$ cat config.mk
export PLATFORM = sky130hd
export DESIGN_NAME = dga_decode
export DESIGN_NICKNAME = d
export VERILOG_FILES = /design/src/dga_idb_pkg.sv /design/src/dga_cmd_pkg.sv /design/src/dga_decode.sv /design/src/bus_req_ctrl.sv /design/src/ctl_cmd_decode.sv /design/src/mem_cmd_decode.sv
export SDC_FILE = /design/constraint.sdc
export NUM_CORES = 1
export LEC_CHECK = 0
export BUFFER_PORTS_ARGS = -buffer_cell sky130_fd_sc_hd__buf_2
export CAP_MARGIN = 20
export CORE_MARGIN = 5
export CORE_UTILIZATION = 37
export DETAILED_ROUTE_END_ITERATION = 7
export GPL_TIMING_DRIVEN = 1
export PLACE_DENSITY = 0.71
export REMOVE_ABC_BUFFERS = 1
export SYNTH_ARGS = -nofsm -noshare
export SYNTH_HDL_FRONTEND = slang
export SYNTH_SLANG_ARGS = --single-unit
$ cat constraint.sdc
create_clock -name clk -period 1 [get_ports clk]
set_clock_uncertainty 0.15 [all_clocks]
set_input_delay 0.1 -clock clk [delete_from_list [all_inputs] [get_ports clk]]
set_output_delay 0.1 -clock clk [all_outputs]
set_load 0.1 [all_outputs]
$ cat src/dga_idb_pkg.sv
// Internal databus width
// Databus bit positions feeding the emcl and reset flags

package dga_idb_pkg;

  // Width of the idb input
  localparam int IDB_W = 8;

  // Bit loaded into emcl by a SIOC command
  localparam int IDB_EMCL_BIT = 5;

  // Bit loaded into the reset flag by a RESET command
  localparam int IDB_RESET_BIT = 7;

endpackage

$ cat src/dga_cmd_pkg.sv
// Command field widths for the internal databus command
// Named command codes and modifier values of the decode gate array

package dga_cmd_pkg;

  // Command code and modifier widths
  localparam int CODE_W = 5;
  localparam int MOD_W  = 2;

  // Memory commands, code bit 4 set
  // Instruction fetch
  localparam logic [CODE_W-1:0] CMD_FETCH  = 5'h14;
  // Data read
  localparam logic [CODE_W-1:0] CMD_READ   = 5'h12;
  // Data write
  localparam logic [CODE_W-1:0] CMD_WRITE  = 5'h18;

  // Control commands, code bit 4 clear
  // Start
  localparam logic [CODE_W-1:0] CMD_START  = 5'h0B;
  // Stop
  localparam logic [CODE_W-1:0] CMD_SSTOP  = 5'h0F;
  // Clear interrupt timer
  localparam logic [CODE_W-1:0] CMD_CLRTI  = 5'h0D;
  // Serial I/O control, also loads emcl
  localparam logic [CODE_W-1:0] CMD_SIOC   = 5'h07;
  // Loads the reset flag
  localparam logic [CODE_W-1:0] CMD_RESET  = 5'h02;
  // Empty panel interrupt
  localparam logic [CODE_W-1:0] CMD_EMPID  = 5'h0A;
  // Load panel control
  localparam logic [CODE_W-1:0] CMD_LDPANC = 5'h06;
  // Write channel image
  localparam logic [CODE_W-1:0] CMD_WCHIM  = 5'h01;

  // Modifier values required by the qualified commands
  localparam logic [MOD_W-1:0] MOD_LDPANC = 2'b10;
  localparam logic [MOD_W-1:0] MOD_WCHIM  = 2'b00;

endpackage
$ cat src/dga_decode.sv
// Decode gate array command decoder, top level
// Memory and control decoders side by side, then the bus request stage

`timescale 1ns/1ns

module dga_decode (
  input  logic                           clk,
  input  logic                           rst_n,
  input  logic                           lcs,
  input  logic [dga_cmd_pkg::CODE_W-1:0] cscomm,
  input  logic [dga_cmd_pkg::MOD_W-1:0]  csmis,
  input  logic [dga_idb_pkg::IDB_W-1:0]  idb,
  input  logic                           hit_n,
  input  logic                           lshadow,
  input  logic                           brk_n,
  input  logic                           eorf_n,
  output logic                           mreq,
  output logic                           fetch,
  output logic                           write,
  output logic                           start_n,
  output logic                           sstop_n,
  output logic                           clrti_n,
  output logic                           sioc_n,
  output logic                           wchim_n,
  output logic                           emcl_n,
  output logic                           reset,
  output logic                           ecreq,
  output logic                           lhit,
  output logic                           ldpanc_n,
  output logic                           empid_n
);

  // Panel pulses between decoder and gating stage
  logic ldpanc;
  logic empid;

  mem_cmd_decode u_mem (
    .clk    (clk),
    .rst_n  (rst_n),
    .lcs    (lcs),
    .cscomm (cscomm),
    .mreq   (mreq),
    .fetch  (fetch),
    .write  (write)
  );

  ctl_cmd_decode u_ctl (
    .clk     (clk),
    .rst_n   (rst_n),
    .lcs     (lcs),
    .cscomm  (cscomm),
    .csmis   (csmis),
    .idb     (idb),
    .start_n (start_n),
    .sstop_n (sstop_n),
    .clrti_n (clrti_n),
    .sioc_n  (sioc_n),
    .wchim_n (wchim_n),
    .emcl_n  (emcl_n),
    .reset   (reset),
    .ldpanc  (ldpanc),
    .empid   (empid)
  );

  bus_req_ctrl u_req (
    .clk      (clk),
    .rst_n    (rst_n),
    .mreq     (mreq),
    .fetch    (fetch),
    .write    (write),
    .ldpanc   (ldpanc),
    .empid    (empid),
    .hit_n    (hit_n),
    .lshadow  (lshadow),
    .brk_n    (brk_n),
    .eorf_n   (eorf_n),
    .ecreq    (ecreq),
    .lhit     (lhit),
    .ldpanc_n (ldpanc_n),
    .empid_n  (empid_n)
  );

endmodule

$ cat src/bus_req_ctrl.sv
// External cycle request and latched cache hit
// Error gating of the ldpanc and empid panel strobes

`timescale 1ns/1ns

module bus_req_ctrl (
  input  logic clk,
  input  logic rst_n,
  input  logic mreq,
  input  logic fetch,
  input  logic write,
  input  logic ldpanc,
  input  logic empid,
  input  logic hit_n,
  input  logic lshadow,
  input  logic brk_n,
  input  logic eorf_n,
  output logic ecreq,
  output logic lhit,
  output logic ldpanc_n,
  output logic empid_n
);

  logic rd_cycle;
  logic rd_miss;
  logic wr_req;

  // Read or fetch, both look up the cache
  assign rd_cycle = (mreq & ~write) | fetch;

  // Cache miss on a read or fetch goes out to the bus
  assign rd_miss = rd_cycle & hit_n;

  // Writes go out unless stopped by break, shadow or error
  assign wr_req = write & brk_n & ~lshadow & eorf_n;

  always_ff @(posedge clk or negedge rst_n) begin
    if (!rst_n) begin
      ecreq <= 1'b0;
      lhit  <= 1'b0;
    end else begin
      ecreq <= rd_miss | wr_req;
      // Hit result is kept across writes and idle cycles
      if (rd_cycle) begin
        lhit <= ~hit_n;
      end
    end
  end

  // Panel strobes suppressed while an error is flagged
  always_ff @(posedge clk or negedge rst_n) begin
    if (!rst_n) begin
      ldpanc_n <= 1'b1;
      empid_n  <= 1'b1;
    end else begin
      ldpanc_n <= ~(ldpanc & eorf_n);
      empid_n  <= ~(empid & eorf_n);
    end
  end

endmodule

$ cat src/ctl_cmd_decode.sv
// Control command decoder
// Registered panel and control strobes, ldpanc and empid pulses
// emcl and reset flags loaded from the internal databus

`timescale 1ns/1ns

module ctl_cmd_decode (
  input  logic                           clk,
  input  logic                           rst_n,
  input  logic                           lcs,
  input  logic [dga_cmd_pkg::CODE_W-1:0] cscomm,
  input  logic [dga_cmd_pkg::MOD_W-1:0]  csmis,
  input  logic [dga_idb_pkg::IDB_W-1:0]  idb,
  output logic                           start_n,
  output logic                           sstop_n,
  output logic                           clrti_n,
  output logic                           sioc_n,
  output logic                           wchim_n,
  output logic                           emcl_n,
  output logic                           reset,
  output logic                           ldpanc,
  output logic                           empid
);

  import dga_cmd_pkg::*;
  import dga_idb_pkg::*;

  logic start_d;
  logic sstop_d;
  logic clrti_d;
  logic sioc_d;
  logic wchim_d;
  logic ldpanc_d;
  logic empid_d;
  logic reset_ld;
  logic emcl;

  // Decode in the strobe cycle, active high internally
  always_comb begin
    start_d  = 1'b0;
    sstop_d  = 1'b0;
    clrti_d  = 1'b0;
    sioc_d   = 1'b0;
    wchim_d  = 1'b0;
    ldpanc_d = 1'b0;
    empid_d  = 1'b0;
    reset_ld = 1'b0;
    if (lcs) begin
      case (cscomm)
        CMD_START:  start_d  = 1'b1;
        CMD_SSTOP:  sstop_d  = 1'b1;
        CMD_CLRTI:  clrti_d  = 1'b1;
        CMD_SIOC:   sioc_d   = 1'b1;
        CMD_RESET:  reset_ld = 1'b1;
        CMD_EMPID:  empid_d  = 1'b1;
        // These two need the matching modifier
        CMD_LDPANC: ldpanc_d = (csmis == MOD_LDPANC);
        CMD_WCHIM:  wchim_d  = (csmis == MOD_WCHIM);
        default: ;
      endcase
    end
  end

  // Strobes last one cycle after the command
  always_ff @(posedge clk or negedge rst_n) begin
    if (!rst_n) begin
      start_n <= 1'b1;
      sstop_n <= 1'b1;
      clrti_n <= 1'b1;
      sioc_n  <= 1'b1;
      wchim_n <= 1'b1;
      ldpanc  <= 1'b0;
      empid   <= 1'b0;
    end else begin
      start_n <= ~start_d;
      sstop_n <= ~sstop_d;
      clrti_n <= ~clrti_d;
      sioc_n  <= ~sioc_d;
      wchim_n <= ~wchim_d;
      ldpanc  <= ldpanc_d;
      empid   <= empid_d;
    end
  end

  // Flags hold until their command loads them again
  always_ff @(posedge clk or negedge rst_n) begin
    if (!rst_n) begin
      emcl  <= 1'b0;
      reset <= 1'b0;
    end else begin
      if (sioc_d) begin
        emcl <= idb[IDB_EMCL_BIT];
      end
      if (reset_ld) begin
        reset <= idb[IDB_RESET_BIT];
      end
    end
  end

  assign emcl_n = ~emcl;

endmodule

$ cat src/mem_cmd_decode.sv
// Memory command decoder
// Registers the mreq, fetch and write cycle levels

`timescale 1ns/1ns

module mem_cmd_decode (
  input  logic                           clk,
  input  logic                           rst_n,
  input  logic                           lcs,
  input  logic [dga_cmd_pkg::CODE_W-1:0] cscomm,
  output logic                           mreq,
  output logic                           fetch,
  output logic                           write
);

  import dga_cmd_pkg::*;

  logic mreq_d;
  logic fetch_d;
  logic write_d;

  // Only the three memory codes start a cycle
  always_comb begin
    mreq_d  = 1'b0;
    fetch_d = 1'b0;
    write_d = 1'b0;
    if (lcs) begin
      case (cscomm)
        CMD_FETCH: begin
          mreq_d  = 1'b1;
          fetch_d = 1'b1;
        end
        CMD_READ: begin
          mreq_d = 1'b1;
        end
        CMD_WRITE: begin
          mreq_d  = 1'b1;
          write_d = 1'b1;
        end
        // Other codes, memory or control, start nothing
        default: ;
      endcase
    end
  end

  // One-cycle levels, cleared whenever lcs was low
  always_ff @(posedge clk or negedge rst_n) begin
    if (!rst_n) begin
      mreq  <= 1'b0;
      fetch <= 1'b0;
      write <= 1'b0;
    end else begin
      mreq  <= mreq_d;
      fetch <= fetch_d;
      write <= write_d;
    end
  end

endmodule

==> results of run 1 <==
==> power by group through the flow <==
stage	clock network [mW]	logic, mW	registers [mW]
after floorplan	0	0.117	0.883
after global placement	0	0.530	0.721
after detailed placement	0	0.539	0.722
after CTS	0.442	0.590	0.712
after global routing	0.479	0.629	0.720
final	0.433	0.607	0.716
==> synth_stat cells, drive strengths merged <==
library cell / n
nand4b: 1
o31a: 1
nor2: 3
dfrtp: 9
buf: 1
and4b: 1
o21ai: 2
xor2: 1
mux2: 2
nand3b: 3
nand2b: 2
dfstp: 7
nor3: 1
clkbuf: 1
nand3: 2
nor4bb: 1
inv: 1
o2111a: 1
nor4: 1
nand4bb: 1
nand2: 4
nor2b: 2
nor4b: 1
==> timing repair <==
| item | in CTS | in global routing |
|---|---|---|
| hold endpoints to repair | 28 | 4 |
| hold buffers | 11 | 3 |
| buffers inserted | 3 | 2 |
| gates resized for setup | 8 | 6 |
| pin swaps | 2 | 2 |
| endpoints found under the setup margin | 16 | 20 |
==> routing by layer <==
| layer | vias to the layer above | routed length, um |
|---|---|---|
| li1 | 297 | - |
| met1 | 307 | 854 |
| met2 | 22 | 969 |
| met3 | 5 | 92 |
| met4 | 0 | 67 |
| met5 | - | 0 |
==> cell families after synthesis <==
logic type / Yosys count / synth area share
DFF: 16 / 0.635
buffers and inverters: 3 / 0.0194
muxes: 2 / 0.0408
and+or+nand+nor: 23 / 0.245
AOI/OAI and AO/OA: 4 / 0.0466
xor gates and xnor gates: 1 / 0.0136
==> layout make-up <==
type,count,area share
Clock buffer,4,0.0267
Inverter,1,0.00276
Multi-Input combinational cell,30,0.181
Sequential cell,16,0.301
Tap cell,17,0.0156
Timing Repair Buffer,60,0.473
==> worst max path at each step <==
stage,slack (ns),depth (start not counted),endpoint
finish,-0.29,1,wchim_n
global route,-0.32,1,wchim_n
CTS,-0.29,1,wchim_n
detailed placement,-0.21,4,u_ctl.emcl$_DFFE_PN0P_
global placement,-0.19,4,u_ctl.reset$_DFFE_PN0P_
floorplan,-0.66,3,u_req.lhit$_DFFE_PN0P_
==> flip-flops by register name, summed over array words and instances (netlist names) <==
name and flops:
u_ctl.clrti_n 1, u_ctl.emcl 1, u_mem.mreq 1, u_req.ecreq 1, u_req.empid_n 1, u_ctl.start_n 1, u_ctl.ldpanc 1, u_req.lhit 1
u_req.ldpanc_n 1, u_ctl.reset 1, u_ctl.wchim_n 1, u_mem.write 1, u_ctl.sioc_n 1, u_mem.fetch 1, u_ctl.sstop_n 1, u_ctl.empid 1
==> metrics by stage <==
stage	area (um2)	setup slack [ns]	instances	setup TNS (ns)
final	1360	-0.286	128	-3.48
after global routing	1360	-0.321	128	-4.24
after CTS	1320	-0.287	126	-3.44
after detailed placement	1120	-0.207	108	-0.986
after global placement	1120	-0.188	108	-0.692
after floorplan	636	-0.660	47	-3.31
==> run summary, run 1 <==
The flow ran to the end, but the final reports show violations. The checks that failed: negative hold slack, negative setup slack. TritonCTS built the clock tree. The run gives 0 as the yosys synthesis warning count. The area fraction of the dominant cell type after synthesis is 0.350, and the net switching fraction of the power is 0.334. Derived from the worst setup path, the maximum achievable clock frequency is 0.778 GHz. The number of antenna violations at the first check in global routing came out at 0.

The distinct cell type count after synthesis was 25; the highest cell delay on the worst timing path was 0.57 ns. At the pin with the least slew margin, the transition time is 0.601 ns. After synthesis, the cell types taking the most area are sky130_fd_sc_hd__dfrtp_1 (35%), sky130_fd_sc_hd__dfstp_2 (29%), sky130_fd_sc_hd__nand3b_4 (3.1%). For the register area share after synthesis, the log shows 0.635. The largest fanout of any net on the critical path was 1. For the max-slew violation total from the final report, the log shows 0.

Before antenna repair, the detailed router went through 4 iterations. The register clock-pin slew on the reported worst setup and hold paths came out at 0.09 ns. The type of the setup path with the least slack was register to output pin. Tightest hold margin: -0.0576 ns.

Setup repair after global routing could not meet its margin everywhere. The library cells used most frequently in the layout, excluding fill and tap cells, are sky130_fd_sc_hd__buf_2 (15), sky130_fd_sc_hd__buf_12 (14), sky130_fd_sc_hd__dlygate4sd3_1 (12), sky130_fd_sc_hd__buf_4 (12), sky130_fd_sc_hd__dfrtp_1 (9). The logs give 0.408 for the relative contribution of sequential cells to total power and 134 for the final-stage net count. The signal on the critical path passes through buf_12. For the clock network power share, the log shows 0.247. The static leakage came out at 0.649 nW. Number of register bits inferred by synthesis: 16. In the routed design, unresolved DRC markers number 0.

The count of maximum capacitance violations was 0; the via density per instance was 4.93. For the power share of the combinational group, the log shows 0.346. Across all register-to-register paths, the minimum setup slack is -0.11 ns. Insertion delay to the later sink of the worst-skew pair: 0.29 ns. The path class of the lowest-slack min-delay path was input port to register. Worst setup path startpoint: u_ctl.wchim_n$_DFF_PN1_. For this block, the initial DRC count from the detailed router was 6. For the met1 usage, the log shows 0.189.

The analysis attributes to net switching a power of 587 uW. The run gives 0 as the count of antenna diodes in the layout. The depth of the worst register-to-register path works out to 4. The wire length per cell is 15.5 um. Hold path endpoint: u_ctl.sioc_n$_DFF_PN1_. The first global-routing pass estimated 2950 um of wire.

For the utilization after layout, the log shows 0.806. Summed over all layers, the routed wires come to 1980 um. Summed over all instances, the cell type with the most area after synthesis is sky130_fd_sc_hd__dfrtp_1.

After floorplanning, the core was sized to cover 1690 um2. Counting the fill cells in the layout gives 93. Beginning of the worst hold path: cscomm[3]. Counting along the longest clock path gives a buffer depth of 2. The total global-route track usage came out at 0.161. The startpoint identified for the worst register-to-register timing path is u_mem.write$_DFF_PN0_. Grouping stages by cell kind, the critical path spends the most delay in flip-flops. The power density normalized to cell area is 1290 nW/um2, and the post-route total power is 1.76 mW.

The clock drives 16 sinks. Starting density of the core: 0.381. The run gives 0.0287 as the met3 global-route usage. Buffering stage count on the worst path with inverters included: 1.

The normalized max-slew margin was 0.594; the level count of the clock H-tree was 1. The share of the clock period used by the worst path after layout is 1.29. The logs give 1.03 mV for the maximum ir drop on the vdd rail and 409 um2 for the register area. The required time at the worst-slack endpoint was 0.75 ns.

Die width: 51.7 um. After layout, the minimum clock period comes to 1.29 ns. Port buffering added 29 buffers. Cell internal power was estimated by the tool at 1.17 mW.

The nature of the critical path endpoint is an output pin. The fraction of layout instances using a drive strength above 1 is 0.613, and the post-synthesis cell area is 644 um2. The cell count after synthesis came out at 49.

The area taken by multi-input logic gates came out at 246 um2. The library cell used most frequently in the layout, excluding fill and tap cells, is sky130_fd_sc_hd__buf_2. The clock tree root driver cell was sky130_fd_sc_hd__clkbuf_4. The count of nets left with antenna violations after detail routing was 0; the depth of the worst hold-timing path was 2. Type of element launching the critical path: a register. At the end of routability-driven placement, the weighted congestion stood at 0.721. The maximum number of pins on one net before global-route repair is 17. The via count of the first global-routing pass is 630.

TritonCTS created 3 clock buffers. In this run the most used layer during global routing was met2. The leftover overflow at the end of global routing is 0, and the row count is 15.

The worst-path cell with the longest stage delay was sky130_fd_sc_hd__dfstp_2. The die footprint came out at 2680 um2. The hold violation total from the final report was 1.

Across all layers, the routed design uses 631 vias. From bottom edge to top edge, the die measures 51.7 um. The data arrival time at the worst-slack endpoint was 1.04 ns; the final setup slack of the worst path was -0.286 ns. 36 I/O pins were placed. The tools report the HPWL reported at the end of detailed placement as 1250 um.

The met2 capacity usage during global routing is 0.254, and the number of failing setup endpoints in the final timing report is 19. The growth of design area from synthesis to finish was 111%; the per-instance average area after synthesis was 13.2 um2. Capture instance of the worst register-to-register path: u_req.lhit$_DFFE_PN0P_.
No activity file was read; power rests on OpenSTA's default activity.
==> inputs of run 2 (changes only) <==
- clock period: 1 -> 1.1 ns (I/O delays scaled with it)
==> run 2 against run 1 <==
  * Register-to-register slack better by 0.10 ns
  * Cell area shrank 5.2%
  * Highest routed layer unchanged
  * Global-route usage increased by 0.13 points
  * The flow still finishes with violations (negative hold slack, negative setup slack)
  * Worst setup slack gained 0.088 ns
  * Critical endpoint is now clrti_n
  * Sequential power is 9.1% lower
==> run summary, run 2 (same netlist as run 1, synthesis figures left out) <==
The clock tree root driver cell is sky130_fd_sc_hd__clkbuf_4. The required time at the worst-slack endpoint came out at 0.84 ns. The normalized max-slew margin is 0.674. The total length of routed wires was 2140 um; the count of buffers from port buffering was 29. In the final routed layout, each cell accounts on average for 17.7 um.

The final setup slack of the worst path is -0.198 ns. In the routed design, unresolved DRC markers number 0. The count of antenna diodes in the layout was 0. After clock tree synthesis, the flow added hold-fix buffers numbering 11. The power share of the combinational group is 0.340, and the row count is 15.

The cell family with the largest share of critical-path delay was flip-flops. The routed layout has 613 vias. The placed instances occupy a cell area of 1100 um2. STA classifies the critical path startpoint as a register. The number of antenna violations at the first check in global routing is 0, and the number of failing setup endpoints in the final timing report is 15.

For this run, the slowest stage of the critical path takes 0.57 ns. The worst-case IR drop observed on VDD is 0.865 mV. The die is 51.7 um wide.

The largest fanout of any net on the critical path is 1, and the design internal power is 1.04 mW. The worst setup path is of the register to output pin kind. The tools report the max-slew violation total from the final report as 0. The placeable core region is 1690 um2, and the number of I/O pins is 36.

Summed over all nets, the half-perimeter wirelength after detailed placement is 1330 um. The die is 51.7 um tall. For this run, the top clock speed supported by timing is 0.770 GHz.

The switching power is 529 uW. The design draws 1.57 mW. Once layout is done, the placed cells without fillers occupy 1290 um2. After clock tree synthesis, the clock-pin slew on the worst setup and hold paths is 0.10 ns.

The floorplan step defined a die boundary enclosing 2680 um2. The signal on the critical path passes through buf_12. For the tightest hold margin, the log shows -0.0965 ns. The logs give 0.415 for the relative contribution of sequential cells to total power and 3 for the number of CTS-inserted buffers.

TritonCTS built the clock tree. Setup repair after global routing could not meet its margin everywhere. The tools report the level count of the clock H-tree as 1.

The library cells used most frequently in the layout, excluding fill and tap cells, are sky130_fd_sc_hd__buf_2 (14), sky130_fd_sc_hd__buf_12 (14), sky130_fd_sc_hd__buf_4 (12). Among all stages on the critical path, the largest delay is contributed by sky130_fd_sc_hd__dfstp_2. In this run the deepest clock path goes through 2 buffers. STA puts the critical path data arrival time at 1.04 ns. The run finished, with violations left.

Fraction of layout instances using a drive strength above 1: 0.577. For this run, the detailed router's first-pass iteration total came to 4. The share of the clock period used by the worst path after layout works out to 1.18. The starting density of the core is 0.381, and the final-stage net count is 127. For the pin with the worst max-slew slack, the measured transition is 0.482 ns.

The net switching fraction of the power was 0.338; the total global-route track usage was 0.162. The first global-routing pass estimated 3020 um of wire. Entering global routing, the biggest net connects 17 pins.

Across the run, the number of max-cap violations was 0. For the violation count after the first detailed-routing iteration, the log shows 11. The buffering stage count on the worst path with inverters included is 1. For this design, the sink count on the clock tree is 16.

The power density normalized to cell area was 1220 nW/um2; the via density per instance was 5.07. Prior to clock tree synthesis, the placed netlist has a worst setup slack of -0.141 ns. The post-route minimum period works out to 1.30 ns. The tools report the static leakage as 0.621 nW. Utilization after layout: 0.764. The count of nets left with antenna violations after detail routing was 0; the hold violation total from the final report was 1. The final reports fail on negative hold slack, negative setup slack.

Relative to the synthesized area, the layout overhead comes to 100%. The leftover overflow at the end of global routing was 0; the insertion delay to the later sink of the worst-skew pair was 0.29 ns. The path class of the lowest-slack min-delay path was input port to register. The via count of the first global-routing pass is 626. The worst setup path is captured at an output pin. The run gives 0.766 as the final RePlAce weighted congestion. The tools report the clock network power share as 0.245.
==> run 2: area by class of cell <==
cell class              instances  area [um2]
clock buffers                   4        36.3
fillers                        94         399
inverters                       1        3.75
multi-input cells              30         244
flip-flops and latches         16         409
well taps                      17        21.3
repair buffers                 53         576
==> run 2: metal layers <==
metal / up-vias / part of all wire / routed length (um) / GRT usage
li1: 281 / - / - / -
met1: 295 / 0.35 / 741 / 0.173
met2: 29 / 0.56 / 1190 / 0.316
met3: 8 / 0.051 / 109 / 0.0201
met4: 0 / 0.046 / 98 / 0.0655
met5: - / 0 / 0 / 0
==> run 2: per-stage QoR <==
stage | TNS, ns | instances
after floorplan | -1.82 | 47
after global placement | -0.244 | 105
after detailed placement | -0.335 | 105
after CTS | -1.78 | 121
after global routing | -2.14 | 121
final | -1.73 | 121
==> run 2: what timing repair did <==
action / in CTS / in global routing
resized for setup: 4 / 4
endpoints found under the hold margin: 27 / 1
pin swaps: 0 / 1
setup buffers: 1 / 1
setup endpoints to repair: 14 / 16
==> run 2: worst paths after layout <==
path	cells after the start	slack [ns]	startpoint	endpoint
setup / recovery	1	-0.20	u_ctl.clrti_n$_DFF_PN1_	clrti_n
hold / removal	2	-0.1	cscomm[2]	u_ctl.sioc_n$_DFF_PN1_
setup reg to reg	2	-0.01	u_mem.fetch$_DFF_PN0_	u_req.lhit$_DFFE_PN0P_
hold reg to reg	1	0.24	u_ctl.empid$_DFF_PN0_	u_req.empid_n$_DFF_PN1_
max in group asynchronous	2	0.38	rst_n	u_req.empid_n$_DFF_PN1_
min in group asynchronous	2	0.11	rst_n	u_ctl.ldpanc$_DFF_PN0_
==> run 2: power by group through the flow <==
stage	combinational [mW]	clock, mW	sequential (mW)
after floorplan	0.106	0	0.802
after global placement	0.475	0	0.654
after detailed placement	0.490	0	0.659
after CTS	0.523	0.386	0.650
after global routing	0.553	0.410	0.652
final	0.533	0.385	0.651
